$ cat src/source/cpu_consts.svh
`ifndef CPU_CONSTS_SVH
`define CPU_CONSTS_SVH

// widths shared by both packages and the RAM

// accumulator, R, RC and data memory words
`define DATA_WIDTH 16

// one instruction or operand byte
`define CODE_WIDTH 8

// both memories use the same address width
`define ADDR_WIDTH 8

// words in each memory, full address range
`define MEM_DEPTH 256

`endif

$ cat src/source/ctrlPkg.sv
package ctrlPkg;

    // operation applied to ac and the bus
    typedef enum logic [2:0] {
        aluPass,  // bus straight through
        aluAdd,
        aluSub,
        aluInc,   // ac + 1, bus ignored
        aluClr
    } aluOp_t;

    // source driven onto the internal bus
    typedef enum logic [2:0] {
        busImem,     // instruction ram byte, zero extended
        busDmem,
        busOperand,  // operand register, zero extended
        busAc,
        busR,
        busRc
    } busSel_t;

endpackage

$ cat src/source/isaPkg.sv
`include "cpu_consts.svh"

package isaPkg;

    typedef logic [`CODE_WIDTH-1:0] codeByte_t;  // program byte
    typedef logic [`DATA_WIDTH-1:0] dataWord_t;  // data value
    typedef logic [`ADDR_WIDTH-1:0] addr_t;      // imem or dmem address

    typedef enum logic [`CODE_WIDTH-1:0] {
        NOP      = 8'h00,
        ENDOP    = 8'h01,
        CLAC     = 8'h02,
        LDIAC    = 8'h03,  // two bytes, immediate follows
        LDAC     = 8'h04,  // two bytes, address follows
        STR      = 8'h05,  // two bytes, address follows
        JUMP     = 8'h07,
        JMPNZ    = 8'h08,
        JMPZ     = 8'h09,
        ADD      = 8'h0B,  // ac + r
        SUB      = 8'h0C,  // ac - rc
        INCAC    = 8'h0D,
        MV_RC_AC = 8'h4F,  // rc <= ac
        MV_R_AC  = 8'h5F   // r <= ac
    } opcode_t;

endpackage

$ cat src/source/dataPath.sv
`timescale 1ns/1ps

module dataPath import isaPkg::*, ctrlPkg::*; (
    input  logic      clk,
    input  logic      rstN,
    input  aluOp_t    aluOp,
    input  busSel_t   busSel,
    input  logic      acWrEn,
    input  logic      rWrEn,
    input  logic      rcWrEn,
    input  logic      operandWrEn,
    input  logic      zWrEn,
    input  logic      pcInc,
    input  logic      pcLoad,
    input  logic      pcClear,
    input  codeByte_t imemData,
    input  dataWord_t dmemData,
    output addr_t     pc,
    output addr_t     operand,
    output dataWord_t acc,
    output logic      zero
);

    dataWord_t rReg;
    dataWord_t rcReg;
    dataWord_t bus;
    dataWord_t aluResult;

    always_comb begin
        unique case (busSel)
            busImem:    bus = dataWord_t'(imemData);  // zero extend
            busDmem:    bus = dmemData;
            busOperand: bus = dataWord_t'(operand);
            busAc:      bus = acc;
            busR:       bus = rReg;
            busRc:      bus = rcReg;
            default:    bus = '0;
        endcase
    end

    always_comb begin
        unique case (aluOp)
            aluPass: aluResult = bus;
            aluAdd:  aluResult = acc + bus;
            aluSub:  aluResult = acc - bus;
            aluInc:  aluResult = acc + dataWord_t'(1);
            aluClr:  aluResult = '0;
            default: aluResult = bus;
        endcase
    end

    // clear wins over load, load over increment
    always_ff @(posedge clk) begin
        if (!rstN) begin
            pc <= '0;
        end else if (pcClear) begin
            pc <= '0;
        end else if (pcLoad) begin
            pc <= operand;
        end else if (pcInc) begin
            pc <= pc + addr_t'(1);
        end
    end

    always_ff @(posedge clk) begin
        if (operandWrEn) begin
            operand <= addr_t'(bus);  // low byte of the bus
        end
    end

    always_ff @(posedge clk) begin
        if (!rstN) begin
            acc   <= '0;
            rReg  <= '0;
            rcReg <= '0;
            zero  <= 1'b1;  // matches ac after reset
        end else begin
            if (acWrEn) begin
                acc <= aluResult;
            end
            if (rWrEn) begin
                rReg <= bus;
            end
            if (rcWrEn) begin
                rcReg <= bus;
            end
            if (zWrEn) begin
                zero <= (aluResult == '0);
            end
        end
    end

endmodule

$ cat config.mk
export PLATFORM = sky130hd
export DESIGN_NAME = dataPath
export DESIGN_NICKNAME = d
export VERILOG_FILES = /design/src/source/ctrlPkg.sv /design/src/source/isaPkg.sv /design/src/source/dataPath.sv
export VERILOG_INCLUDE_DIRS = /design/src /design/src/source
export SDC_FILE = /design/constraint.sdc
export NUM_CORES = 1
export LEC_CHECK = 0
export ABC_AREA = 1
export BUFFER_PORTS_ARGS = -buffer_cell sky130_fd_sc_hd__buf_4
export CORE_MARGIN = 5
export CORE_UTILIZATION = 50
export CTS_BUF_LIST = sky130_fd_sc_hd__clkbuf_8
export CTS_CLUSTER_SIZE = 12
export DETAILED_ROUTE_END_ITERATION = 6
export PLACE_DENSITY = 0.74
export SETUP_SLACK_MARGIN = 0.5
export SLEW_MARGIN = 10
export SYNTH_ARGS = -nofsm -noshare
export SYNTH_HDL_FRONTEND = slang
export SYNTH_SLANG_ARGS = --single-unit
$ cat constraint.sdc
create_clock -name clk -period 6.2 [get_ports clk]
set_input_delay 1.24 -clock clk [delete_from_list [all_inputs] [get_ports clk]]
set_output_delay 1.24 -clock clk [all_outputs]
set_load 0.02 [all_outputs]
==> Yosys cells after proc, flatten, opt, wreduce, memory -nomap -nowiden <==
Cells that the tools add are included.
{ "op_classes": {"bitwise_logic": 1, "addsub": 4, "mux": 4, "n_reduce_logical": 4, "n_eq_ne": 9} }
{ "ops": {"columns": ["operator", "count"], "rows": [
  ["one-hot mux 16 bit (6 select lines)", 1],
  ["one-hot mux 16 bit (4 select lines)", 1],
  ["adder 16 x 1 -> 16 bit, second input constant", 1],
  ["adder 16 bit", 1],
  ["logical NOT 16 bit", 1],
  ["two-way mux 8 bit", 2],
  ["subtractor 16 bit", 1],
  ["== test 3 x 2 -> 1 bit, second input constant", 4],
  ["== test 3 bit, second input constant", 3],
  ["adder 8 x 1 -> 8 bit, second input constant", 1],
  ["== test 3 x 1 -> 1 bit, second input constant", 2],
  ["logical NOT 3 bit", 1],
  ["nonzero test 2 bit", 1],
  ["OR reduction 2 bit", 1],
  ["NOT 1 bit", 1]
]} }
{ "word_totals": {"out_inout_bits": 33, "inputBits": 40, "register_bits": 65, "wordCells": 28} }

==> Longest topological paths before layout <==
{ "depth": {"ltp_word": 5, "depth_mapped": 35, "depth_no_buf": 33} }

==> Worst setup path after synthesis <==
OpenSTA, ideal clock, no wires.
{ "synth_path": {"path_kind": "input -> register", "startpoint": "input port busSel[1]", "endpoint": "register zero", "stages": 31, "path_buffers": 2, "setup_ns": 0.059, "setup_slack_ns": 1.624, "required_time_ns": 6.141, "arrival_time_ns": 4.517, "cell_sequence": "buf_4 -> nor2_2 -> buf_6 -> nand3_1 -> nand3_1 -> nor2_2 -> ha_1 -> inv_1 -> nor2_1 -> nand2_1 -> inv_2 -> nand2_2 -> nor3_2 -> inv_2 -> nor3_4 -> nor2_1 -> nor2_1 -> nor3_1 -> ha_1 -> nand2_1 -> nor2_1 -> nand3_1 -> nand3_1 -> nand2_1 -> o2bb2ai_1 -> or2_2 -> a31oi_1 -> nand2_1 -> nor2_1 -> nand3_1 -> nand2_1"} }
{ "synth_between": {"elab_chain_len": 5, "word_cells_on_any_way": 11, "classes_between": "add/sub: 2; eq/ne: 5; mux: 2; reduce/logical: 2"} }
{ "synth_rtl": {"columns": ["element", "line", "text"], "rows": [
  ["start, declared", "dataPath.sv:7", "input busSel_t busSel,"],
  ["== test 3 bit, or another cell as far along", "dataPath.sv:30", "unique case (busSel)"],
  ["one-hot mux 16 bit (6 select lines) *", "dataPath.sv:30", null],
  ["subtractor 16 bit / adder 16 bit (equally long branches)", "dataPath.sv:45, dataPath.sv:44", null],
  ["one-hot mux 16 bit (4 select lines) *", "dataPath.sv:42", "unique case (aluOp)"],
  ["logical NOT 16 bit *", "dataPath.sv:88", "zero <= (aluResult == '0);"],
  ["end signal, assigned", "dataPath.sv:88", null],
  ["end, declared", "dataPath.sv:21", "output logic zero"]
]} }
Mark *: on every way between the ends. The rest lies on a longest branch, timed or not.
A chain may end at the register's enable or synchronous reset.

==> Worst setup path in the final report <==
{ "layout_path": {"startpoint": "input port busSel[2]", "endpoint": "register zero"} }
The elaborated chain is that of the path after synthesis.

==> results.yml <==
clock_network:
  clock_sinks: 65
  clkTransAtPathRegs_ns: 0.08
  ctsHtreeMaxLevel: 3
  cts_buffer_depth: 2
  clk_latency_ns: 0.35
  cts_buffers: 9
  cts_tree: "done"
  clockRootBuffer: "clkbuf_8"
global_route:
  overflow: 0
  grt_pass1_wl_mm: 22.8
  grt_pass1_vias: 4630
  antenna_found_initial: 0
  track_usage: 0.248
  grt_max_degree: 32
finish:
  areaGrowthSynthToFinish_pct: 17.0
  antennaDiodeCount: 0
  nNetsFinal: 838
  final_common_cell: "nand2_1"
  final_cell_mix: "123 x nand2_1, 102 x inv_1, 76 x buf_4"
  drive_above_1_share: 0.164
  post_layout_nonfiller_instances: 893
power_and_ir_drop:
  switching_share: 0.339
  switching_power_mw: 0.445
  power_density_nw_per_um2: 239
  comb_power_share: 0.274
  ir_drop_uv: 121
  p_leak_nw: 2.84
  p_int_mw: 0.866
  clkPwrFrac: 0.355
  seqPwrFrac: 0.371
detailed_routing:
  drc: 0
  via_per_inst: 5.64
  antenna_left: 0
  dr.first_iter.drc_count: 431
  wl_per_cell_um: 15.9
  dr.pass1.iters: 5
  vias: 5033
  routed_wl_mm: 14.2
sta:
  setup_violations: 0
  clock.fmax_mhz: 196
  final.period_utilization: 0.821
  rsz0062_at_grt: "no"
  drv_slew: 0
  hold_violations: 0
  min_period_ns: 5.09
  tns_ns: 0
  maxSlewHeadroom: 0.438
  worst_pin_slew_ns: 0.842
  finalClockSkew_ns: 0.0138
yosys:
  syn_nets: 782
  ys_seq_elements: 65
  ys_warn_count: 0
  avgSynthCellArea_sq_um: 6.49
  syn_area_sq_um: 4680
  synth_cell_types: 39
  ys_seq_area_frac: 0.295
  synthCells: 721
die:
  std_cell_rows: 35
  core_area_sq_um: 9200
  io_pins: 73
  dieArea_sq_um: 11400
  start_util: 0.509
  dieWidth_um: 107
  chipHeight_um: 107
placed_design:
  dpl.hpwl_mm: 10.7
  place_inst: 877
  io_buffers: 72
  gp_congestion: 0.947
worst_setup_path:
  arrival_ns: 5.39
  crit_fanout: 31
  slowest_delay_ns: 0.33
  cp_slowest_cell: "ha_1"
  critPathCaptureType: "register"
  path_class: "in -> reg"
  cp_data_required_time_ns: 6.49
  cp_common_cell: "nand2_1"
  worstSetupStartpointType: "primary input"
run_status:
  outcome: "complete, no violations"
run:
  maxCapViolations: 0
min_path:
  holdCritPathClass: "reg -> reg"
## final cells by class
class                      instances  area [sq um]
fill                             867          3720
multi-input combinational        516          2720
sequential                        65          1380
timing repair buffer              76           571
inverter                         109           409
tap                              111           139
clock buffer                      10           138
clock inverter                     6           114
## layer usage
metal	vias to the layer above	global-route usage	share of wire
met4	0	0.0868	0.022
li1	2504	-	-
met2	195	0.398	0.46
met5	-	0	0
met1	2302	0.337	0.45
met3	32	0.0415	0.070
## power groups by stage
stage	Sequential (mW)	Combinational, mW	Clock (mW)
after floorplan	0.503	0.232	0
after global placement	0.494	0.348	0
after detailed placement	0.495	0.353	0
after CTS	0.485	0.355	0.468
after global routing	0.489	0.401	0.486
final	0.486	0.360	0.465
## cells by family (layout without fill, tap and decap cells)
kind of cell,count (synthesis),count (layout),synth area share
and+or+nand+nor,321,321,0.315
buffers and inverters,140,201,0.124
adders and majority gates,21,21,0.0578
DFF,65,65,0.295
xor gates and xnor gates,9,9,0.0169
AOI/OAI and AO/OA,165,165,0.192
## cells in the mapped netlist
cell type / n / area share
nor2_2: 10 / 0.013
xor2_1: 7 / 0.013
o21bai_1: 1 / 0.0016
a21oi_1: 66 / 0.071
o211ai_1: 14 / 0.022
a21boi_0: 3 / 0.0048
a21o_1: 3 / 0.0048
nor2_1: 72 / 0.058
nor2_4: 2 / 0.0048
nand3_1: 51 / 0.055
o2bb2ai_1: 1 / 0.0019
ha_1: 20 / 0.053
a21oi_2: 1 / 0.0019
buf_2: 6 / 0.0064
inv_1: 102 / 0.082
nand3b_1: 1 / 0.0016
nand2_1: 123 / 0.099
nor3_2: 1 / 0.0021
a31oi_1: 4 / 0.0053
buf_4: 2 / 0.0032
dfxtp_1: 57 / 0.24
nor4_1: 1 / 0.0013
o21ai_1: 5 / 0.0053
o21ai_0: 62 / 0.066
xnor2_1: 2 / 0.0037
clkbuf_1: 18 / 0.014
nand2_2: 8 / 0.011
nand4_1: 30 / 0.040
inv_2: 7 / 0.0056
o22ai_1: 4 / 0.0053
nor3_4: 1 / 0.0035
nor3_1: 14 / 0.015
and3_1: 1 / 0.0013
buf_6: 5 / 0.012
or2_2: 4 / 0.0053
fa_1: 1 / 0.0043
o21a_1: 1 / 0.0016
nand3_2: 2 / 0.0043
edfxtp_1: 8 / 0.051
## repair_timing
item	CTS	global route
buffers inserted	0	0
setup endpoints to repair	0	1
resized for setup	0	1
hold buffers	0	0
## critical path, delay by kind of cell
kind	cells	cell delay, ns
AND/OR/NAND/NOR	22	2.45
buffers and inverters	6	0.83
adder cells (fa/ha/maj)	2	0.53
AO/OA/AOI/OAI	2	0.30
## registers in the layout, indices dropped and copies added, names as in the netlist
name and count:
acc 16, rReg 16, rcReg 16, operand 8
pc 8, zero 1
## path summary, 6_finish.rpt
check                           slack, ns  cells past startpoint                 start                   end
worst max-delay path                 1.11                     32             busSel[2]     zero$_SDFFE_PN1P_
worst min register to register       0.50                      2  rReg[2]$_SDFFE_PN0P_  rReg[2]$_SDFFE_PN0P_
worst min-delay path                 0.50                      2  rReg[2]$_SDFFE_PN0P_  rReg[2]$_SDFFE_PN0P_
worst max register to register       2.28                     30   acc[1]$_SDFFE_PN0P_     zero$_SDFFE_PN1P_
## stage by stage
stage | total power, mW | hold WS (ns) | worst slack (ns) | instance area, sq um | util
after global routing | 1.38 | 0.515 | 0.599 | 5480 | 0.595
after floorplan | 0.736 | 0.450 | 1.62 | 4680 | -
after global placement | 0.843 | 0.468 | 0.829 | 5220 | 0.567
after CTS | 1.31 | 0.497 | 1.07 | 5470 | 0.595
final | 1.31 | 0.498 | 1.11 | 5480 | 0.595
after detailed placement | 0.848 | 0.473 | 0.725 | 5220 | 0.567
Note: power is estimated with default switching activity, not from simulation.
