<file path="config.mk">
export PLATFORM = sky130hd
export DESIGN_NAME = controlUnit
export DESIGN_NICKNAME = d
export VERILOG_FILES = /design/src/source/ctrlPkg.sv /design/src/source/isaPkg.sv /design/src/source/controlUnit.sv
export VERILOG_INCLUDE_DIRS = /design/src /design/src/source
export SDC_FILE = /design/constraint.sdc
export NUM_CORES = 1
export LEC_CHECK = 0
export BUFFER_PORTS_ARGS = -buffer_cell sky130_fd_sc_hd__buf_2
export CAP_MARGIN = 20
export CORE_AREA = 2 2 47 49
export DETAILED_ROUTE_END_ITERATION = 10
export DIE_AREA = 0 0 49 51
export PLACE_DENSITY = 0.81
export SLEW_MARGIN = 20
export SYNTH_ARGS = -nofsm -noshare
export SYNTH_HDL_FRONTEND = slang
export SYNTH_SLANG_ARGS = --single-unit
export TNS_END_PERCENT = 10
</file>
<file path="constraint.sdc">
create_clock -name clk -period 2.55 [get_ports clk]
set_input_delay 0.255 -clock clk [delete_from_list [all_inputs] [get_ports clk]]
set_output_delay 0.255 -clock clk [all_outputs]
set_load 0.02 [all_outputs]
</file>
<file path="src/source/cpu_consts.svh">
`ifndef CPU_CONSTS_SVH
`define CPU_CONSTS_SVH

// widths shared by both packages and the RAM

// accumulator, R, RC and data memory words
`define DATA_WIDTH 16

// one instruction or operand byte
`define CODE_WIDTH 8

// both memories use the same address width
`define ADDR_WIDTH 8

// words in each memory, full address range
`define MEM_DEPTH 256

`endif

</file>
<file path="src/source/ctrlPkg.sv">
package ctrlPkg;

    // operation applied to ac and the bus
    typedef enum logic [2:0] {
        aluPass,  // bus straight through
        aluAdd,
        aluSub,
        aluInc,   // ac + 1, bus ignored
        aluClr
    } aluOp_t;

    // source driven onto the internal bus
    typedef enum logic [2:0] {
        busImem,     // instruction ram byte, zero extended
        busDmem,
        busOperand,  // operand register, zero extended
        busAc,
        busR,
        busRc
    } busSel_t;

endpackage

</file>
<file path="src/source/isaPkg.sv">
`include "cpu_consts.svh"

package isaPkg;

    typedef logic [`CODE_WIDTH-1:0] codeByte_t;  // program byte
    typedef logic [`DATA_WIDTH-1:0] dataWord_t;  // data value
    typedef logic [`ADDR_WIDTH-1:0] addr_t;      // imem or dmem address

    typedef enum logic [`CODE_WIDTH-1:0] {
        NOP      = 8'h00,
        ENDOP    = 8'h01,
        CLAC     = 8'h02,
        LDIAC    = 8'h03,  // two bytes, immediate follows
        LDAC     = 8'h04,  // two bytes, address follows
        STR      = 8'h05,  // two bytes, address follows
        JUMP     = 8'h07,
        JMPNZ    = 8'h08,
        JMPZ     = 8'h09,
        ADD      = 8'h0B,  // ac + r
        SUB      = 8'h0C,  // ac - rc
        INCAC    = 8'h0D,
        MV_RC_AC = 8'h4F,  // rc <= ac
        MV_R_AC  = 8'h5F   // r <= ac
    } opcode_t;

endpackage

</file>
<file path="src/source/controlUnit.sv">
`timescale 1ns/1ps

module controlUnit import isaPkg::*, ctrlPkg::*; (
    input  logic      clk,
    input  logic      rstN,
    input  logic      start,
    input  logic      zero,
    input  codeByte_t imemData,
    output aluOp_t    aluOp,
    output busSel_t   busSel,
    output logic      acWrEn,
    output logic      rWrEn,
    output logic      rcWrEn,
    output logic      operandWrEn,
    output logic      zWrEn,
    output logic      pcInc,
    output logic      pcLoad,
    output logic      pcClear,
    output logic      dmemWrEn,
    output logic      ready,
    output logic      done
);

    typedef enum logic [3:0] {
        idle,
        fetch,
        decode,
        operandWait,  // imem fetching the byte after the opcode
        operand,
        execute,
        memWait,      // dmem read for LDAC
        skip,         // branch not taken, step over its operand
        halt
    } state_t;

    state_t  state, nextState;
    opcode_t opcode;
    opcode_t curOp;  // opcode held for the later states

    assign opcode = opcode_t'(imemData);

    always_ff @(posedge clk) begin
        if (!rstN) begin
            state <= idle;
            curOp <= NOP;
        end else begin
            state <= nextState;
            if (state == decode) begin
                curOp <= opcode;
            end
        end
    end

    always_comb begin
        nextState = state;
        unique case (state)
            idle, halt: begin
                if (start) begin
                    nextState = fetch;
                end
            end
            fetch: nextState = decode;
            decode: begin
                case (opcode)
                    NOP:                nextState = fetch;
                    ENDOP:              nextState = halt;
                    CLAC, ADD, SUB, INCAC, MV_R_AC, MV_RC_AC: nextState = execute;
                    LDIAC, LDAC, STR, JUMP: nextState = operandWait;
                    JMPZ:               nextState = zero ? operandWait : skip;
                    JMPNZ:              nextState = zero ? skip : operandWait;
                    default:            nextState = idle;  // unknown opcode
                endcase
            end
            operandWait: nextState = operand;
            operand:     nextState = (curOp == LDAC) ? memWait : execute;
            memWait:     nextState = execute;
            execute:     nextState = fetch;
            skip:        nextState = fetch;
            default:     nextState = idle;
        endcase
    end

    always_comb begin
        aluOp       = aluPass;
        busSel      = busAc;
        acWrEn      = 1'b0;
        rWrEn       = 1'b0;
        rcWrEn      = 1'b0;
        operandWrEn = 1'b0;
        zWrEn       = 1'b0;
        pcInc       = 1'b0;
        pcLoad      = 1'b0;
        pcClear     = 1'b0;
        dmemWrEn    = 1'b0;
        unique case (state)
            idle, halt: pcClear = start;
            decode:     pcInc = 1'b1;
            skip:       pcInc = 1'b1;
            operand: begin
                busSel      = busImem;
                operandWrEn = 1'b1;
                pcInc       = 1'b1;
            end
            execute: begin
                case (curOp)
                    CLAC: begin
                        aluOp  = aluClr;
                        acWrEn = 1'b1;
                        zWrEn  = 1'b1;
                    end
                    LDIAC, LDAC: begin
                        busSel = (curOp == LDAC) ? busDmem : busOperand;
                        acWrEn = 1'b1;
                        zWrEn  = 1'b1;
                    end
                    ADD, SUB: begin
                        aluOp  = (curOp == ADD) ? aluAdd : aluSub;
                        busSel = (curOp == ADD) ? busR : busRc;
                        acWrEn = 1'b1;
                        zWrEn  = 1'b1;
                    end
                    INCAC: begin
                        aluOp  = aluInc;
                        acWrEn = 1'b1;
                        zWrEn  = 1'b1;
                    end
                    STR:               dmemWrEn = 1'b1;  // ac to dmem at operand
                    JUMP, JMPZ, JMPNZ: pcLoad = 1'b1;
                    MV_R_AC:           rWrEn = 1'b1;
                    MV_RC_AC:          rcWrEn = 1'b1;
                    default:           ;
                endcase
            end
            default: ;
        endcase
    end

    assign ready = (state == idle);
    assign done  = (state == halt);

endmodule

</file>
=== After elaboration in Yosys (flattened, before gate mapping) ===
Cells that the tools add are included.

* Flip-flop bits (word level): 12
* Input bits: 12
* Output and inout port bits: 17

* Equal/unequal tests: 34
* Multiplexer cells: 26
* Reduce and logical (&&, ||, !) cells: 11

{| class="wikitable"
|+ Operators by type and width
! cell !! count
|-
| 8-bit by 4-bit == test with 1-bit output (second input constant) || 10
|-
| 8-bit by 3-bit == test with 1-bit output (second input constant) || 6
|-
| 8-bit by 2-bit == test with 1-bit output (second input constant) || 4
|-
| 8-bit by 7-bit == test with 1-bit output (second input constant) || 4
|-
| 4-bit case mux with 7 select lines || 1
|-
| 4-bit case mux with 6 select lines || 1
|-
| 4-bit by 3-bit == test with 1-bit output (second input constant) || 4
|-
| 1-bit two-way mux || 14
|-
| 3-bit case mux with 2 select lines || 2
|-
| 6-bit OR reduction || 2
|-
| 3-bit two-way mux || 3
|-
| 3-bit case mux with 3 select lines || 1
|-
| 4-bit by 2-bit == test with 1-bit output (second input constant) || 2
|-
| 8-bit by 1-bit == test with 1-bit output (second input constant) || 1
|-
| 8-bit logical NOT || 1
|-
| 2-bit OR reduction || 4
|-
| 2-bit two-way mux || 3
|-
| 3-bit OR reduction || 2
|-
| 4-bit by 1-bit == test with 1-bit output (second input constant) || 1
|-
| 4-bit == test (second input constant) || 1
|-
| 4-bit logical NOT || 1
|-
| 4-bit two-way mux || 1
|-
| 4-bit OR reduction || 1
|-
| 2-bit inequality test (second input constant) || 1
|}

=== Longest topological paths before layout ===
* Depth after elaboration: 4
* Depth in mapped cells: 5
* Mapped depth without buffers: 4

=== Least setup slack after synthesis ===
OpenSTA, ideal clock, no wires.

* Path type: reg-to-output
* Start: register curOp[7]
* End: output port dmemWrEn
* Data arrival time: 1765 ps
* Required time: 2295 ps
* Path slack: 530 ps
* Cell stages (with the launch flop): 4
* Path buffers: 0
* Path through: dfxtp_1 > nor4_1 > nand3_1 > nor4b_1

* Word-level cells in the longest chain between the ends: 3

{| class="wikitable"
|+ Ends and longest elaborated chain
! element !! RTL line !! RTL
|-
| start: declaration || controlUnit.sv:38 || <nowiki>opcode_t curOp;</nowiki>
|-
| start signal: assignment || controlUnit.sv:49 || <nowiki>curOp <= opcode;</nowiki>
|-
| 8-bit by 3-bit == test with 1-bit output || controlUnit.sv:105 || <nowiki>case (curOp)</nowiki>
|-
| 1-bit two-way mux || controlUnit.sv:105 ||
|-
| 1-bit two-way mux || controlUnit.sv:95 || <nowiki>unique case (state)</nowiki>
|-
| end: declaration || controlUnit.sv:19 || <nowiki>output logic dmemWrEn,</nowiki>
|}

No other way between the ends.

=== Worst setup path in the final report ===
Same ends and word-level chain as after synthesis.

==> summary.txt <==
Run status
  – Run status: complete, no violations

Drt
  – Antenna violation net count after detailed routing: 0
  – Initial DRT Pass Iterations: 4
  – Vias per std cell: roughly 5.6
  – Detailed-route via count: between 1000 and 1500
  – DRT iter0 DRCs: 27
  – Final routed wire length divided by cell count: 12.6 um
  – Remaining routing DRC violations: 0
  – Drt total wl: 2.33 mm

CTS
  – CTS root buf: sky130_fd_sc_hd__clkbuf_4
  – Number of clock buffers inserted by TritonCTS: 3
  – TritonCTS clock tree: done
  – Setup fix buffers added after clock tree synthesis: 0
  – Post_cts resized: 0
  – Clock edge transition at the registers on the reported setup and hold paths: 0.07 ns
  – Worst-skew pair later-pin latency: 0.28 ns
  – Clock sink count: 12
  – Clock Tree Buf Depth: 2
  – # H-tree levels: 1
  – Cts-stage hold buffer count: 0

Power
  – Peak supply drop: about 0.00029 V
  – Leakage: a little over 0.4 nW
  – Power per unit of standard cell area: between 600 and 700 nW/um2

Timing
  – Clock tree skew after final layout: approximately 0.0017 ns
  – Min setup slack post-route: ~0.38 ns
  – Number of hold violations in the final report: 0
  – Actual transition at the worst max-transition pin: 0.629 ns
  – RSZ-0062 raised after global routing: no
  – Total setup violations reported at the end of the flow: 0
  – Max-slew headroom at the worst pin: 0.577
  – Max frequency: roughly 0.46 GHz
  – Share of the clock period used by the worst path after layout: 0.850
  – Summed negative setup slack over all endpoints: 0 ns
  – Pins Over Slew Limit: 0
  – Shortest clock period the worst path allows after layout: roughly 2.2 ns

Die
  – DIE WIDTH: about 50 um
  – Count of pins on the block boundary: 29
  – Starting density of the core: 0.469
  – Area of the core: approximately 2100 um2
  – Die Outline Area: approximately 2500 um2
  – Row count: 17
  – Vertical die dimension: roughly 51 um

Place
  – RePlAce Congestion: about 0.8
  – Count of placed standard cells including taps: 180
  – Worst setup slack before clock tree synthesis: between 0.7 and 0.8 ns
  – Dpl hpwl: between 1.5 and 2 mm
  – Buffers added on ports: 28

GRT
  – Antenna violations before repair: 0
  – First-pass GRT wire length: 3.95 mm
  – Via count of the first global-routing pass: between 900 and 1000
  – Fraction of met2 tracks used by global routing: 0.333
  – Total congestion overflow after global routing: 0
  – Maximum number of pins on one net before global-route repair: 15
  – Busiest layer in global routing: met2
  – GRT Total Usage: 0.206
  – Met3 global-route usage: 0.0439
  – Met1 usage: 0.245

Synthesis
  – Share of synthesized area occupied by flip-flops and latches: 0.248
  – Post-synth cell types: 40
  – Share of the synthesized area in the top cell type: 0.248
  – Count of state elements after synthesis: 12
  – Synth area leaders: sky130_fd_sc_hd__dfxtp_1, sky130_fd_sc_hd__nand2_1, sky130_fd_sc_hd__a21boi_1
  – Cell area after synthesis: a little under 1000 um2
  – Net count after synthesis: ~140
  – Leading area contributor after synthesis: sky130_fd_sc_hd__dfxtp_1
  – Gate count of the mapped netlist: between 100 and 150
  – Total of warnings raised by yosys: 0
  – Per-instance average area after synthesis: 7.33 um2

Critical path
  – Class of the most critical setup path: register to output pin
  – Kind of cell with the highest combined delay on the critical path: simple AND/OR/NAND/NOR gates
  – Cell with the biggest individual delay on the critical path: sky130_fd_sc_hd__nor4_1
  – Maximum fanout along the worst path: 4
  – Crit path required time: 2.30 ns
  – Terminus of the critical flop-to-flop path: state[1]$_SDFFE_PN0P_
  – Register-to-register path setup slack: ~0.84 ns
  – Max stage delay on crit path: 0.55 ns
  – Sum of buffers and inverters on the critical path: 1
  – CP arrival: between 1.5 and 2 ns
  – CP Launch Type: register
  – Crit Reg-Reg Startpoint: state[0]$_SDFFE_PN0P_
  – Cell breakdown of the critical path: nor4_1 -> nand3_1 -> nor4b_1 -> buf_2
  – Cell depth of the worst flop-to-flop path: 3
  – Crit. End Element: output pin

Final layout
  – Number of nets in the layout: ~170
  – Most common library cell in the layout ignoring fill and taps: sky130_fd_sc_hd__buf_2
  – Share of cells above drive strength 1: 0.244
  – Final cell count without fillers: ~180
  – Ant diodes: 0
  – Top library cells by usage in the layout, fill and taps aside: sky130_fd_sc_hd__buf_2, sky130_fd_sc_hd__nand2_1, sky130_fd_sc_hd__dfxtp_1, sky130_fd_sc_hd__a21boi_1
  – Fin util: 0.555
  – Synth-to-Final Area Change: 18.5%

Min path
  – Hold Path Class: input pin to register
  – Hold path startpoint: imemData[4]
  – Number of cells traversed by the worst hold path: 3
  – End of the worst hold path: curOp[4]$_SDFFE_PN0P_

Job
  – Maxcap violations: 0
[power by group]
part / internal [mW] / switching (mW)
Clock: 0.0869 / 0.0634
Combinational: 0.122 / 0.166
Sequential: 0.216 / 0.0658
Total: 0.424 / 0.295
[worst max-delay path by stage]
stage	cells past startpoint	from	endpoint	slack (ns)
floorplan	3	curOp[7]$_SDFFE_PN0P_	dmemWrEn	0.53
global placement	4	curOp[4]$_SDFFE_PN0P_	dmemWrEn	0.75
detailed placement	4	curOp[4]$_SDFFE_PN0P_	dmemWrEn	0.70
CTS	4	curOp[4]$_SDFFE_PN0P_	dmemWrEn	0.37
global route	4	curOp[4]$_SDFFE_PN0P_	dmemWrEn	0.17
finish	4	curOp[7]$_SDFFE_PN0P_	dmemWrEn	0.38
[Yosys cell counts]
cell	instances
sky130_fd_sc_hd__or3_1	2
sky130_fd_sc_hd__mux2i_1	1
sky130_fd_sc_hd__nor3_1	1
sky130_fd_sc_hd__nand3b_1	1
sky130_fd_sc_hd__buf_4	1
sky130_fd_sc_hd__nand2_1	26
sky130_fd_sc_hd__nand4_1	2
sky130_fd_sc_hd__a2111oi_4	1
sky130_fd_sc_hd__o32a_1	1
sky130_fd_sc_hd__o22a_1	1
sky130_fd_sc_hd__nand3_1	6
sky130_fd_sc_hd__a21oi_1	3
sky130_fd_sc_hd__xnor2_1	1
sky130_fd_sc_hd__a311o_1	1
sky130_fd_sc_hd__o31ai_1	1
sky130_fd_sc_hd__nor3_4	1
sky130_fd_sc_hd__nor4b_1	4
sky130_fd_sc_hd__a311oi_1	2
sky130_fd_sc_hd__or3b_1	1
sky130_fd_sc_hd__a21o_1	1
sky130_fd_sc_hd__or3_4	1
sky130_fd_sc_hd__buf_2	2
sky130_fd_sc_hd__and2_1	2
sky130_fd_sc_hd__inv_1	4
sky130_fd_sc_hd__nand2b_1	4
sky130_fd_sc_hd__clkbuf_1	6
sky130_fd_sc_hd__o21ai_0	6
sky130_fd_sc_hd__dfxtp_1	12
sky130_fd_sc_hd__a31oi_1	2
sky130_fd_sc_hd__nor2b_1	6
sky130_fd_sc_hd__nor4b_4	1
sky130_fd_sc_hd__nor2_1	6
sky130_fd_sc_hd__o21ai_1	2
sky130_fd_sc_hd__o22ai_1	1
sky130_fd_sc_hd__inv_2	1
sky130_fd_sc_hd__a22oi_1	1
sky130_fd_sc_hd__or4_1	1
sky130_fd_sc_hd__nor4_1	6
sky130_fd_sc_hd__a21boi_1	9
sky130_fd_sc_hd__a32oi_1	1
[metrics by stage]
step / hold slack (ns) / cell area, um2 / power (mW)
floorplan: 0.390 / 967 / 0.494
global placement: 0.470 / 1110 / 0.559
detailed placement: 0.478 / 1110 / 0.570
CTS: 0.232 / 1150 / 0.722
global route: 0.238 / 1150 / 0.776
finish: 0.240 / 1150 / 0.720
[layout make-up]
class	count	area (um2)
Multi-Input combinational cell	106	668
Fill cell	210	917
Inverter	5	18.8
Sequential cell	12	240
Tap cell	28	35.0
Timing Repair Buffer	29	148
Clock buffer	4	36.3
[per-layer routing]
layer / wire length [um] / vias up
met2: 1110 / 32
met3: 119 / 6
met5: 0 / -
met4: 72 / 0
li1: - / 528
met1: 1020 / 473
[flip-flops by register name (all words and copies together), names as in the netlist]
signal  cells
curOp       8
state       4
[worst reg2reg max path: stages, from the launching register on]
cell and delay, ns:
sky130_fd_sc_hd__dfxtp_1 0.45, sky130_fd_sc_hd__nor3_1 0.48, sky130_fd_sc_hd__mux2i_1 0.39, sky130_fd_sc_hd__nor4b_1 0.29
[cell families (layout without fill, tap and decap cells)]
logic type	after synthesis	count (layout)	share of synthesized area
simple gates	71	71	0.417
compound gates	33	33	0.255
buf+inv	14	38	0.0608
flops	12	12	0.248
xor+xnor	1	1	0.00906
mux	1	1	0.0103
Power figures use the tool's default switching activity.
